**src/ifuPkg.sv**
```systemverilog
// fetch subsystem definitions
package ifuPkg;

  ////////////////////
  // widths and constants
  ////////////////////

  localparam int XLEN = 32;
  // first fetch address after reset
  localparam logic [XLEN-1:0] RESET_VECTOR = 32'h0000_0100;
  // addi x0, x0, 0
  localparam logic [XLEN-1:0] NOP = 32'h0000_0013;

  // instruction memory shape
  localparam int MEM_WAIT = 2;
  localparam int MEM_WORDS = 256;
  localparam int MEM_ADDR_BITS = $clog2(MEM_WORDS);
  // wait counter must reach MEM_WAIT
  localparam int WAIT_BITS = $clog2(MEM_WAIT + 2);

  ////////////////////
  // enums
  ////////////////////

  // bus master state
  typedef enum logic {
    BUS_IDLE,
    BUS_WAIT
  } busStateT;

  // rv32 major opcodes, bits 6:0
  typedef enum logic [6:0] {
    OP_LOAD   = 7'h03,
    OP_OPIMM  = 7'h13,
    OP_AUIPC  = 7'h17,
    OP_STORE  = 7'h23,
    OP_OP     = 7'h33,
    OP_LUI    = 7'h37,
    OP_BRANCH = 7'h63,
    OP_JALR   = 7'h67,
    OP_JAL    = 7'h6F,
    OP_SYSTEM = 7'h73
  } opcodeT;

  ////////////////////
  // structs
  ////////////////////

  // control-flow class of the decode instruction, msb first
  typedef struct packed {
    logic isCall;
    logic isReturn;
    logic isJumpReg;
    logic isJump;
    logic isBranch;
  } instrClassT;

  // wishbone classic request, master to slave
  typedef struct packed {
    logic            cyc;
    logic            stb;
    logic [XLEN-1:0] adr;
    logic            we;
  } wbReqT;

  // wishbone classic response, slave to master
  typedef struct packed {
    logic            ack;
    logic [XLEN-1:0] dat;
  } wbRspT;

  // one pipeline stage
  typedef struct packed {
    logic [XLEN-1:0] pc;
    logic [XLEN-1:0] instr;
    logic            valid;
  } stageT;

endpackage

```
**src/decompress.sv**
```systemverilog
// rv32c expander
`timescale 1ns/10ps

module decompress (
  input  logic [ifuPkg::XLEN-1:0] instrRaw,
  output logic [ifuPkg::XLEN-1:0] instrD,
  output logic                    compressed,
  output logic                    illegalComp
);
  import ifuPkg::*;

  logic [15:0] c;
  logic [1:0]  quad;
  logic [2:0]  funct3;
  logic [4:0]  rdRs1;
  logic [4:0]  rs2;
  logic [4:0]  rs1p;
  logic [11:0] immCi;
  logic [19:0] immLui;
  logic [20:0] offJ;
  logic [12:0] offB;

  // field extraction
  assign c = instrRaw[15:0];
  assign quad = c[1:0];
  assign funct3 = c[15:13];
  assign rdRs1 = c[11:7];
  assign rs2 = c[6:2];
  // 3-bit register fields map to x8..x15
  assign rs1p = {2'b01, c[9:7]};

  // ci immediate, sign extended
  assign immCi = {{6{c[12]}}, c[12], c[6:2]};
  assign immLui = {{14{c[12]}}, c[12], c[6:2]};
  // cj offset, scrambled bit order
  assign offJ = {{10{c[12]}}, c[8], c[10:9], c[6], c[7], c[2], c[11], c[5:3], 1'b0};
  // cb offset
  assign offB = {{5{c[12]}}, c[6:5], c[2], c[11:10], c[4:3], 1'b0};

  always_comb begin
    compressed = quad != 2'b11;
    instrD = NOP;
    illegalComp = 1'b0;
    if (!compressed) begin
      instrD = instrRaw;
    end else begin
      // cleared by each supported form
      illegalComp = 1'b1;
      case (quad)
        2'b01: begin
          case (funct3)
            // c.addi, c.nop when rd is x0
            3'b000: begin
              instrD = {immCi, rdRs1, 3'b000, rdRs1, OP_OPIMM};
              illegalComp = 1'b0;
            end
            // c.jal links to ra
            3'b001: begin
              instrD = {offJ[20], offJ[10:1], offJ[11], offJ[19:12], 5'd1, OP_JAL};
              illegalComp = 1'b0;
            end
            // c.li
            3'b010: begin
              instrD = {immCi, 5'd0, 3'b000, rdRs1, OP_OPIMM};
              illegalComp = 1'b0;
            end
            // c.lui; sp form is c.addi16sp, not handled
            3'b011: begin
              if (rdRs1 != 5'd2 && immLui != '0) begin
                instrD = {immLui, rdRs1, OP_LUI};
                illegalComp = 1'b0;
              end
            end
            // c.j
            3'b101: begin
              instrD = {offJ[20], offJ[10:1], offJ[11], offJ[19:12], 5'd0, OP_JAL};
              illegalComp = 1'b0;
            end
            // c.beqz
            3'b110: begin
              instrD = {offB[12], offB[10:5], 5'd0, rs1p, 3'b000, offB[4:1], offB[11],
                        OP_BRANCH};
              illegalComp = 1'b0;
            end
            // c.bnez
            3'b111: begin
              instrD = {offB[12], offB[10:5], 5'd0, rs1p, 3'b001, offB[4:1], offB[11],
                        OP_BRANCH};
              illegalComp = 1'b0;
            end
            default: ;
          endcase
        end
        2'b10: begin
          if (funct3 == 3'b100) begin
            if (!c[12]) begin
              if (rs2 == 5'd0) begin
                // c.jr
                if (rdRs1 != 5'd0) begin
                  instrD = {12'd0, rdRs1, 3'b000, 5'd0, OP_JALR};
                  illegalComp = 1'b0;
                end
              end else begin
                // c.mv
                instrD = {7'd0, rs2, 5'd0, 3'b000, rdRs1, OP_OP};
                illegalComp = 1'b0;
              end
            end else begin
              if (rs2 == 5'd0) begin
                // c.jalr; rd and rs2 zero would be c.ebreak
                if (rdRs1 != 5'd0) begin
                  instrD = {12'd0, rdRs1, 3'b000, 5'd1, OP_JALR};
                  illegalComp = 1'b0;
                end
              end else begin
                // c.add
                instrD = {7'd0, rs2, rdRs1, 3'b000, rdRs1, OP_OP};
                illegalComp = 1'b0;
              end
            end
          end
        end
        default: ;
      endcase
    end
  end

endmodule

```
**src/fetchBus.sv**
```systemverilog
// wishbone fetch master
`timescale 1ns/10ps

module fetchBus (
  input  logic                    clk,
  input  logic                    reset,
  input  logic                    fetchReq,
  input  logic [ifuPkg::XLEN-1:0] fetchAdr,
  input  logic                    discard,
  output ifuPkg::wbReqT           wbReq,
  input  ifuPkg::wbRspT           wbRsp,
  output logic [ifuPkg::XLEN-1:0] fetchWord,
  output logic                    fetchDone,
  output logic                    fetchStall
);
  import ifuPkg::*;

  busStateT        state;
  logic            dropQ;
  logic            holdValid;
  logic [XLEN-1:0] holdWord;
  logic            ackW;
  logic            accept;
  logic            issue;

  assign ackW = (state == BUS_WAIT) & wbRsp.ack;
  // word of a superseded read never counts
  assign accept = ackW & ~dropQ & ~discard;
  assign fetchDone = accept | (holdValid & ~discard);
  assign fetchWord = holdValid ? holdWord : wbRsp.dat;
  assign fetchStall = (state == BUS_WAIT) & ~accept;
  // new read from idle, or straight behind an ack
  assign issue = fetchReq & ((state == BUS_IDLE) | ackW);

  always_ff @(posedge clk) begin
    if (reset) begin
      state <= BUS_IDLE;
      wbReq.cyc <= 1'b0;
      wbReq.stb <= 1'b0;
      wbReq.we <= 1'b0;
      dropQ <= 1'b0;
      holdValid <= 1'b0;
    end else begin
      // request side
      if (issue) begin
        state <= BUS_WAIT;
        wbReq <= '{cyc: 1'b1, stb: 1'b1, adr: {fetchAdr[XLEN-1:2], 2'b00}, we: 1'b0};
      end else if (ackW) begin
        state <= BUS_IDLE;
        wbReq.cyc <= 1'b0;
        wbReq.stb <= 1'b0;
      end
      // redirect during a read marks its word stale
      if (ackW) begin
        dropQ <= 1'b0;
      end else if ((state == BUS_WAIT) & discard) begin
        dropQ <= 1'b1;
      end
      // keep a word that arrives under stall
      if (accept & ~fetchReq) begin
        holdValid <= 1'b1;
      end else if (discard | fetchReq) begin
        holdValid <= 1'b0;
      end
    end
  end

  always_ff @(posedge clk) begin
    if (accept & ~fetchReq) begin
      holdWord <= wbRsp.dat;
    end
  end

endmodule

```
**src/ifu.sv**
```systemverilog
// instruction fetch unit
`timescale 1ns/10ps

module ifu (
  input  logic                     clk,
  input  logic                     reset,
  input  logic                     stallF,
  input  logic                     stallD,
  input  logic                     stallE,
  input  logic                     flushD,
  input  logic                     flushE,
  input  logic                     pcSrcE,
  input  logic [ifuPkg::XLEN-1:0]  pcTargetE,
  input  logic                     trapM,
  input  logic [ifuPkg::XLEN-1:0]  trapTargetM,
  output ifuPkg::wbReqT            wbReq,
  input  ifuPkg::wbRspT            wbRsp,
  output ifuPkg::stageT            decodeD,
  output ifuPkg::stageT            executeE,
  output ifuPkg::instrClassT       instrClassD,
  output logic [ifuPkg::XLEN-1:0]  pcLinkE,
  output logic                     fetchStall,
  output logic                     illegalCompD,
  output logic                     misalignedFaultE,
  output logic [ifuPkg::XLEN-1:0]  misalignedAdrE
);
  import ifuPkg::*;

  logic            resetQ;
  logic [XLEN-1:0] pcF;
  logic [XLEN-1:0] pcNextF;
  logic [XLEN-1:0] unalignedPcNextF;
  logic [XLEN-1:0] pcPlus2or4F;
  logic [XLEN-3:0] pcPlusUpperF;
  logic [XLEN-1:0] pcCorrectE;
  logic [XLEN-1:0] fetchAdrF;
  logic [XLEN-1:0] fetchWordF;
  logic [XLEN-1:0] instrRawF;
  logic [XLEN-1:0] instrF;
  logic            fetchDoneF;
  logic            fetchReqF;
  logic            compressedF;
  logic            illegalCompF;
  logic            redirect;
  logic            advanceF;
  logic            pcEnF;
  logic [XLEN-1:0] pcLinkD;
  logic            isJalD;
  logic            isJalrD;
  logic            linkRdD;
  logic            linkRs1D;

  ////////////////////
  // fetch
  ////////////////////

  // no predictor, so any taken branch or trap is a redirect
  assign redirect = trapM | pcSrcE;
  // fetch consumer is ready only when decode can take the word
  assign fetchReqF = ~stallF & ~stallD & ~flushD;
  assign advanceF = fetchDoneF & fetchReqF;
  assign pcEnF = resetQ | redirect | advanceF;
  // address of the next read, already the new pc when it moves this cycle
  assign fetchAdrF = pcEnF ? pcNextF : pcF;

  fetchBus bus (
    .clk       (clk),
    .reset     (reset),
    .fetchReq  (fetchReqF),
    .fetchAdr  (fetchAdrF),
    .discard   (redirect),
    .wbReq     (wbReq),
    .wbRsp     (wbRsp),
    .fetchWord (fetchWordF),
    .fetchDone (fetchDoneF),
    .fetchStall(fetchStall)
  );

  // pc bit 1 picks the halfword
  assign instrRawF = pcF[1] ? {16'h0000, fetchWordF[31:16]} : fetchWordF;

  decompress decomp (
    .instrRaw   (instrRawF),
    .instrD     (instrF),
    .compressed (compressedF),
    .illegalComp(illegalCompF)
  );

  // pc+4 on the upper bits, pc+2 steps between halfwords
  assign pcPlusUpperF = pcF[XLEN-1:2] + 1'b1;
  always_comb begin
    if (compressedF) begin
      if (pcF[1]) pcPlus2or4F = {pcPlusUpperF, 2'b00};
      else        pcPlus2or4F = {pcF[XLEN-1:2], 2'b10};
    end else begin
      pcPlus2or4F = {pcPlusUpperF, pcF[1:0]};
    end
  end

  // resolved target, or fall through when the branch is not taken
  assign pcCorrectE = pcSrcE ? pcTargetE : pcLinkE;

  // next pc priority: reset vector, trap, branch, sequential
  always_comb begin
    if (resetQ)      unalignedPcNextF = RESET_VECTOR;
    else if (trapM)  unalignedPcNextF = trapTargetM;
    else if (pcSrcE) unalignedPcNextF = pcCorrectE;
    else             unalignedPcNextF = pcPlus2or4F;
  end
  // halfword alignment
  assign pcNextF = {unalignedPcNextF[XLEN-1:1], 1'b0};

  // delayed reset forces the vector for one cycle
  always_ff @(posedge clk) begin
    resetQ <= reset;
  end

  always_ff @(posedge clk) begin
    if (reset) begin
      pcF <= RESET_VECTOR;
    end else if (pcEnF) begin
      pcF <= pcNextF;
    end
  end

  ////////////////////
  // decode
  ////////////////////

  always_ff @(posedge clk) begin
    if (reset) begin
      decodeD.valid <= 1'b0;
      illegalCompD <= 1'b0;
    end else if (flushD) begin
      decodeD <= '{pc: decodeD.pc, instr: NOP, valid: 1'b0};
      illegalCompD <= 1'b0;
    end else if (~stallD) begin
      if (advanceF) begin
        decodeD <= '{pc: pcF, instr: instrF, valid: 1'b1};
        illegalCompD <= illegalCompF;
        pcLinkD <= pcPlus2or4F;
      end else begin
        // bubble while the bus is busy
        decodeD <= '{pc: decodeD.pc, instr: NOP, valid: 1'b0};
        illegalCompD <= 1'b0;
      end
    end
  end

  // ra or x5 count as link registers
  assign isJalD = decodeD.instr[6:0] == OP_JAL;
  assign isJalrD = decodeD.instr[6:0] == OP_JALR;
  assign linkRdD = (decodeD.instr[11:7] & 5'h1B) == 5'h01;
  assign linkRs1D = (decodeD.instr[19:15] & 5'h1B) == 5'h01;

  assign instrClassD.isCall = decodeD.valid & (isJalD | isJalrD) & linkRdD;
  assign instrClassD.isReturn = decodeD.valid & isJalrD & linkRs1D;
  assign instrClassD.isJumpReg = decodeD.valid & isJalrD & ~linkRs1D & ~linkRdD;
  assign instrClassD.isJump = decodeD.valid & isJalD & ~linkRdD;
  assign instrClassD.isBranch = decodeD.valid & (decodeD.instr[6:0] == OP_BRANCH);

  ////////////////////
  // execute
  ////////////////////

  always_ff @(posedge clk) begin
    if (reset) begin
      executeE.valid <= 1'b0;
    end else if (flushE) begin
      executeE <= '{pc: executeE.pc, instr: NOP, valid: 1'b0};
    end else if (~stallE) begin
      executeE <= decodeD;
      pcLinkE <= pcLinkD;
    end
  end

  // taken target with bit 0 set
  assign misalignedFaultE = pcSrcE & pcTargetE[0];
  assign misalignedAdrE = pcCorrectE;

endmodule

```
**config.mk**
```make
export PLATFORM = sky130hd
export DESIGN_NAME = ifu
export DESIGN_NICKNAME = d
export VERILOG_FILES = /design/src/ifuPkg.sv /design/src/decompress.sv /design/src/fetchBus.sv /design/src/ifu.sv
export SDC_FILE = /design/constraint.sdc
export NUM_CORES = 1
export LEC_CHECK = 0
export BUFFER_PORTS_ARGS = -buffer_cell sky130_fd_sc_hd__buf_2
export CORE_AREA = 4 4 165 167
export CTS_CLUSTER_DIAMETER = 100
export DETAILED_ROUTE_END_ITERATION = 16
export DIE_AREA = 0 0 169 171
export PLACE_DENSITY = 0.79
export RECOVER_POWER = 25
export SLEW_MARGIN = 10
export SYNTH_ARGS = -nofsm -noshare
export SYNTH_HDL_FRONTEND = slang
export SYNTH_SLANG_ARGS = --single-unit
```
**constraint.sdc**
```tcl
create_clock -name clk -period 9.05 [get_ports clk]
set_clock_uncertainty 0.15 [all_clocks]
set_input_delay 0.905 -clock clk [delete_from_list [all_inputs] [get_ports clk]]
set_output_delay 0.905 -clock clk [all_outputs]
set_load 0.02 [all_outputs]
```
# Yosys cells after proc, flatten, opt, wreduce, memory -nomap -nowiden
# Index checks and enable logic that the tools add are counted.
op_classes:
  n_addsub: 1
  n_eq_ne: 18
  muxes: 36
  n_bitwise: 41
  n_reduce_logical: 16
op_table:
  columns: ["op", "n"]
  rows:
  - ["$mux W32", 13]
  - ["$pmux W32 S7", 1]
  - ["$mux W33", 3]
  - ["$pmux W32 S2", 1]
  - ["$mux W25", 2]
  - ["$mux W20", 2]
  - ["$add A30 B1 Y30 const B", 1]
  - ["$and A1 B1 Y1", 21]
  - ["$eq A7 B7 Y1 const B", 3]
  - ["$reduce_bool A20 Y1", 1]
  - ["$not A1 Y1", 13]
  - ["$eq A3 B3 Y1 const B", 4]
  - ["$mux W1", 10]
  - ["$eq A4 B1 Y1 const B", 2]
  - ["$or A1 B1 Y1", 7]
  - ["$eq A3 B2 Y1 const B", 2]
  - ["$reduce_and A2 Y1", 3]
  - ["$reduce_or A2 Y1", 3]
  - ["$reduce_or A6 Y1", 1]
  - ["$logic_not A5 Y1", 1]
  - ["$ne A5 B2 Y1 const B", 1]
  - ["$reduce_bool A5 Y1", 1]
  - ["$mux W2", 2]
  - ["$ne A2 B1 Y1 const B", 2]
  - ["10 further kinds", 12]
totals:
  regBits: 292
  input_bits: 106

# Depth between registers and ports, before layout
depth:
  depth_word: 11
  ltp_mapped: 14
  ltp_nobuf: 10

# Hierarchy
# Synthesis repeated with hierarchy kept, for this count alone.
hier_totals:
  cells_unflattened: 1106
  area_unflattened_um2: 13750.7
modules_own_cells:
  columns: ["module", "instances", "cells_each", "area_each_um2", "seq_area_each_um2"]
  rows:
  - ["ifu", 1, 839, 10244.8, 6486.2]
  - ["fetchBus", 1, 119, 2592.5, 1921.8]
  - ["decompress", 1, 148, 913.4, 0.0]

# Worst setup path before layout
# No wires, ideal clock.
synth_timing:
  kind: "input to register"
  startpoint: "input port reset"
  endpoint: "register executeE[34] in the netlist's numbering, enable pin"
  arrival_ns: 5.557
  path_slack_ns: 2.784
  path_stages: 3
  n_path_buf: 2
  path_cell_list: "clkbuf_1 -> clkbuf_1 -> nor3_1"
synth_via:
  elab_chain_len: 2
synth_lines:
  columns: ["element", "line", "text"]
  rows:
  - ["start: declaration", "ifu.sv:6", "input logic reset,"]
  - ["$not A1 Y1 (no line)", null, null]
  - ["$reduce_and A3 Y1 (no line)", null, null]
  - ["end signal: assignment", "ifu.sv:170", "executeE <= '{pc: executeE.pc, instr: NOP, valid: 1'b0};"]
  - ["end signal: assignment", "ifu.sv:172", "executeE <= decodeD;"]
  - ["end: declaration", "ifu.sv:19", "output ifuPkg::stageT executeE,"]
# Every way passes these cells.
# A chain may end at the register's enable or synchronous reset.

# Worst setup path after layout
layout_timing:
  startpoint: "register bus.holdValid"
  endpoint: "register, netlist name bus.wbReq[27]"
layout_via:
  elab_chain_len: 8
layout_lines:
  columns: ["element", "line", "text"]
  rows:
  - ["start: declaration", "fetchBus.sv:20", "logic holdValid;"]
  - ["start signal: assignment", "fetchBus.sv:42", "holdValid <= 1'b0;"]
  - ["start signal: assignment", "fetchBus.sv:61", "holdValid <= 1'b1;"]
  - ["start signal: assignment", "fetchBus.sv:63", "holdValid <= 1'b0;"]
  - ["$mux W32", "fetchBus.sv:30", "assign fetchWord = holdValid ? holdWord : wbRsp.dat;"]
  - ["$mux W32", "ifu.sv:80", "assign instrRawF = pcF[1] ? {16'h0000, fetchWordF[31:16]} : fetchWordF;"]
  - ["$ne A2 B2 Y1", "decompress.sv:41", "compressed = quad != 2'b11;"]
  - ["$mux W32", "ifu.sv:92", "if (compressedF) begin"]
  - ["$mux W32", "ifu.sv:107", "else if (pcSrcE) unalignedPcNextF = pcCorrectE;"]
  - ["$mux W32", "ifu.sv:106", "else if (trapM) unalignedPcNextF = trapTargetM;"]
  - ["$mux W32", "ifu.sv:105", "if (resetQ) unalignedPcNextF = RESET_VECTOR;"]
  - ["$mux W32 (*)", null, null]
  - ["named net bus.fetchAdr, one bit", "fetchBus.sv:8", "input logic [ifuPkg::XLEN-1:0] fetchAdr,"]
# The timed path passes the listed nets; every way through them passes the cells marked *.

==> impl_results.md <==
- Status: finished with violations
- Failing checks: max-capacitance violations, max-slew violations
- Multiplexer area fraction after synthesis: 0.0654
- DIE WIDTH: 169 um
- Hold_buf cts: 0
- Routed WL: 40.0 mm
- Reg2reg setup slack: 4310 ps
- Worst setup path endpoint: bus.wbReq[27]$_DFFE_PP_
- F_max: 211 MHz
- # rows: 59
- Nets: 1490
- Vias: 10572
- Post-synth EDFFs: 250
- Leakage: 0.00603 uW
- Sequential share of the synthesized area: 0.624
- Layout cells sized above 1: 0.313
- Relative slew slack: -0.145
- Critical-path cell list: buf_4, mux2i_1, a21oi_1, ha_1, o211ai_1, nor3_2, nand4_1, o31a_1, a2111oi_0
- Yosys warning count: 0
- Post-Synth Simple-Gate Area: 0.132
- Reg2Reg Launch Point: bus.holdValid$_SDFFE_PP0P_
- Fin crit share: 0.524
- Fin crit period: 4740 ps
- CP required: 9190 ps
- ANT nets after route: 0
- Ys async rst share: 0
- Mean Syn Cell Area: 12.5 um^2
- Crit Path Category: flop to flop
- GR met3 Demand/Resource: 0.0483
- Global-route wire length before repair: 59.7 mm
- Port buffer count: 335
- Least-Margin Pin Slew: 1720 ps
- Hold violation total from the final report: 0
- Vias in the first global route: 10214
- CP max stage cell: nor3_2
- Fin area: 0.0162 mm^2
- IO Count: 343
- Hold path startpoint: pcLinkD[27]$_DFFE_PP_
- CTS HTree Levels: 1
- Max-capacitance violation count: 2
- # resized after CTS: 0
- Clk_lat worst skew: 570 ps
- Initial antenna violation count: 3
- Crit path max-delay family: compound AO/OA/AOI/OAI gates
- Crit path from: bus.holdValid$_SDFFE_PP0P_
- Core area: 0.0258 mm^2
- Slowest Stage Delay on Critical Path: 690 ps
- RSZ-0062 raised after global routing: no
- Gr ovfl total: 0
- Clock Tree Buf Depth: 3
- Critical path arrival: 4890 ps
- Mapped Cells: 1058
- Critical Path End Type: flop
- Vias/cell: 6.07
- Xor-xnor portion of the synthesized cell area: 0.0159
- TritonCTS buffer count: 30
- GRT Total Usage: 0.264
- Worst path buffer plus inverter count: 1
- Routed len/inst: 23.0 um
- Power density of the placed cells: 189 mW/mm^2
- Clk root buf: clkbuf_16
- Hold_ws: 269 ps
- Netlist cell types: 85
- Crit start category: flop
- Drt pass-1 iters: 6
- Critical-path maximum fanout: 36
- Top-area cell type share of the netlist area: 0.566
- Largest family of logic cells by synthesized area: simple AND/OR/NAND/NOR gates
- Detailed Place HPWL: 28.2 mm
- Syn-to-layout area delta: 22.3%
- Worst flop-to-flop path endpoint: bus.wbReq[27]$_DFFE_PP_
- Setup Fix Bufs, Post-CTS: 0
- Register bit total from synthesis: 288
- Die Area: 0.0289 mm^2
- Max-slew violations: 61
- Met1 Track Usage GR: 0.374
- Mapped cell area: 0.0133 mm^2
- # fillers: 1993
- 1st-iter DRT viols: 1140
- Hold Path Class: flop to flop
- Met2 usage in global routing: 0.420
- Final setup vio count: 0
- Compound-Gate Fraction of Synth Area: 0.123
- R2R cell count: 9
- Synth area leader: edfxtp_1
- Die height: 171 um
- Levels on crit path: 9
- CTS tree: yes
- Gp weighted congestion: 0.888
- Drt drc: 0
- Initial Utilization: 0.515
- Fin Setup TNS: 0 ps
- Reg clk slew, reported paths: 70 ps
- Count leader, synth: edfxtp_1
- Synth top area cells: edfxtp_1, dfxtp_1, mux2_2
- Post-synth top cells: edfxtp_1, nand2_1, nor2_1
- Cell area after placement: 0.0152 mm^2
- Ys flop type: edfxtp_1
- Busiest layer in global routing: met2
- Max IR drop VDD: 0.000150 V
- Largest net degree at the start of global routing: 66
- TritonCTS Sinks: 288
- Synth Area in Adders: 0.00377
-- state kept, by name, summed over array words and instances (netlist names) --
| register | count |
|---|---|
| pcF | 31 |
| bus.holdWord | 32 |
| executeE | 64 |
| bus.holdValid | 1 |
| pcLinkD | 31 |
| illegalCompD | 1 |
| bus.wbReq | 30 |
| pcLinkE | 31 |
| bus.dropQ | 1 |
| bus.state | 1 |
| resetQ | 1 |
| decodeD | 64 |
-- routing by layer --
layer / part of all wire / wire [um]
met2: 0.46 / 18600
met1: 0.40 / 16200
met4: 0.033 / 1340
met3: 0.099 / 3950
met5: 0 / 0
-- metrics by stage --
stage | power [uW] | cells | setup slack [ps] | util
6_report | 3070 | 1742 | 4310 | 0.629
5_1_grt | 3160 | 1741 | 3980 | 0.629
4_1_cts | 3080 | 1739 | 4420 | 0.631
3_5_place_dp | 1820 | 1683 | 4360 | 0.591
3_3_place_gp | 1820 | 1683 | 4510 | 0.591
2_1_floorplan | 1710 | 1063 | 2780 | -
-- how the worst min path moves through the flow --
stage	to	slack, ps	depth (start not counted)
after floorplan	pcLinkE[10]$_DFFE_PP_	250	0
after global placement	pcLinkE[31]$_DFFE_PP_	250	0
after detailed placement	pcLinkE[4]$_DFFE_PP_	260	0
after CTS	pcLinkE[21]$_DFFE_PP_	270	0
after global routing	pcLinkE[21]$_DFFE_PP_	270	0
final	pcLinkE[27]$_DFFE_PP_	270	0
-- logic make-up (layout without fill, tap and decap cells) --
| kind of cell | after synthesis | count (layout) |
|---|---|---|
| other | 1 | 9 |
| buffers and inverters | 111 | 452 |
| adders and majority gates | 4 | 4 |
| xor gates and xnor gates | 24 | 24 |
| DFF | 288 | 288 |
| AOI/OAI and AO/OA | 236 | 236 |
| and+or+nand+nor | 329 | 329 |
| muxes | 65 | 65 |
-- where the power goes --
| part | switching [uW] | leakage [uW] | internal, uW | total [uW] |
|---|---|---|---|---|
| clock network | 532 | 0.000510 | 738 | 1270 |
| logic | 207 | 0.00296 | 98.1 | 305 |
| registers | 22.6 | 0.00255 | 1470 | 1490 |
| total | 762 | 0.00603 | 2310 | 3070 |
-- layout by cell type, fill, tap and decap left out, types with 9 or more instances in the layout --
master / n
clkbuf_1: 34
nand2_1: 84
buf_2: 306
a32oi_1: 10
nand3_1: 19
a211oi_1: 16
xnor2_1: 13
xor2_1: 11
o22ai_1: 11
mux2i_1: 24
o21ai_0: 44
and2_0: 21
nor3_1: 25
mux2_2: 28
nand4_1: 13
a21oi_1: 44
and2_1: 21
clkinv_2: 10
nor4_1: 20
nor2_1: 59
inv_1: 41
o221ai_1: 9
clkbuf_16: 30
a31oi_1: 14
o211ai_1: 11
dfxtp_1: 37
edfxtp_1: 250
buf_4: 17
-- final cells by class --
type                            instances  area (um^2)  share of cell area
Clock inverter                         22          253              0.0156
Inverter                               42          158             0.00972
Clock buffer                           34          776              0.0478
Antenna cell                            3         7.51            0.000463
Sequential cell                       288         8270               0.510
Tap cell                              335          419              0.0259
Multi-Input combinational cell        664         4560               0.281
Timing Repair Buffer                  354         1780               0.109
(Power assumes the default switching activity.)
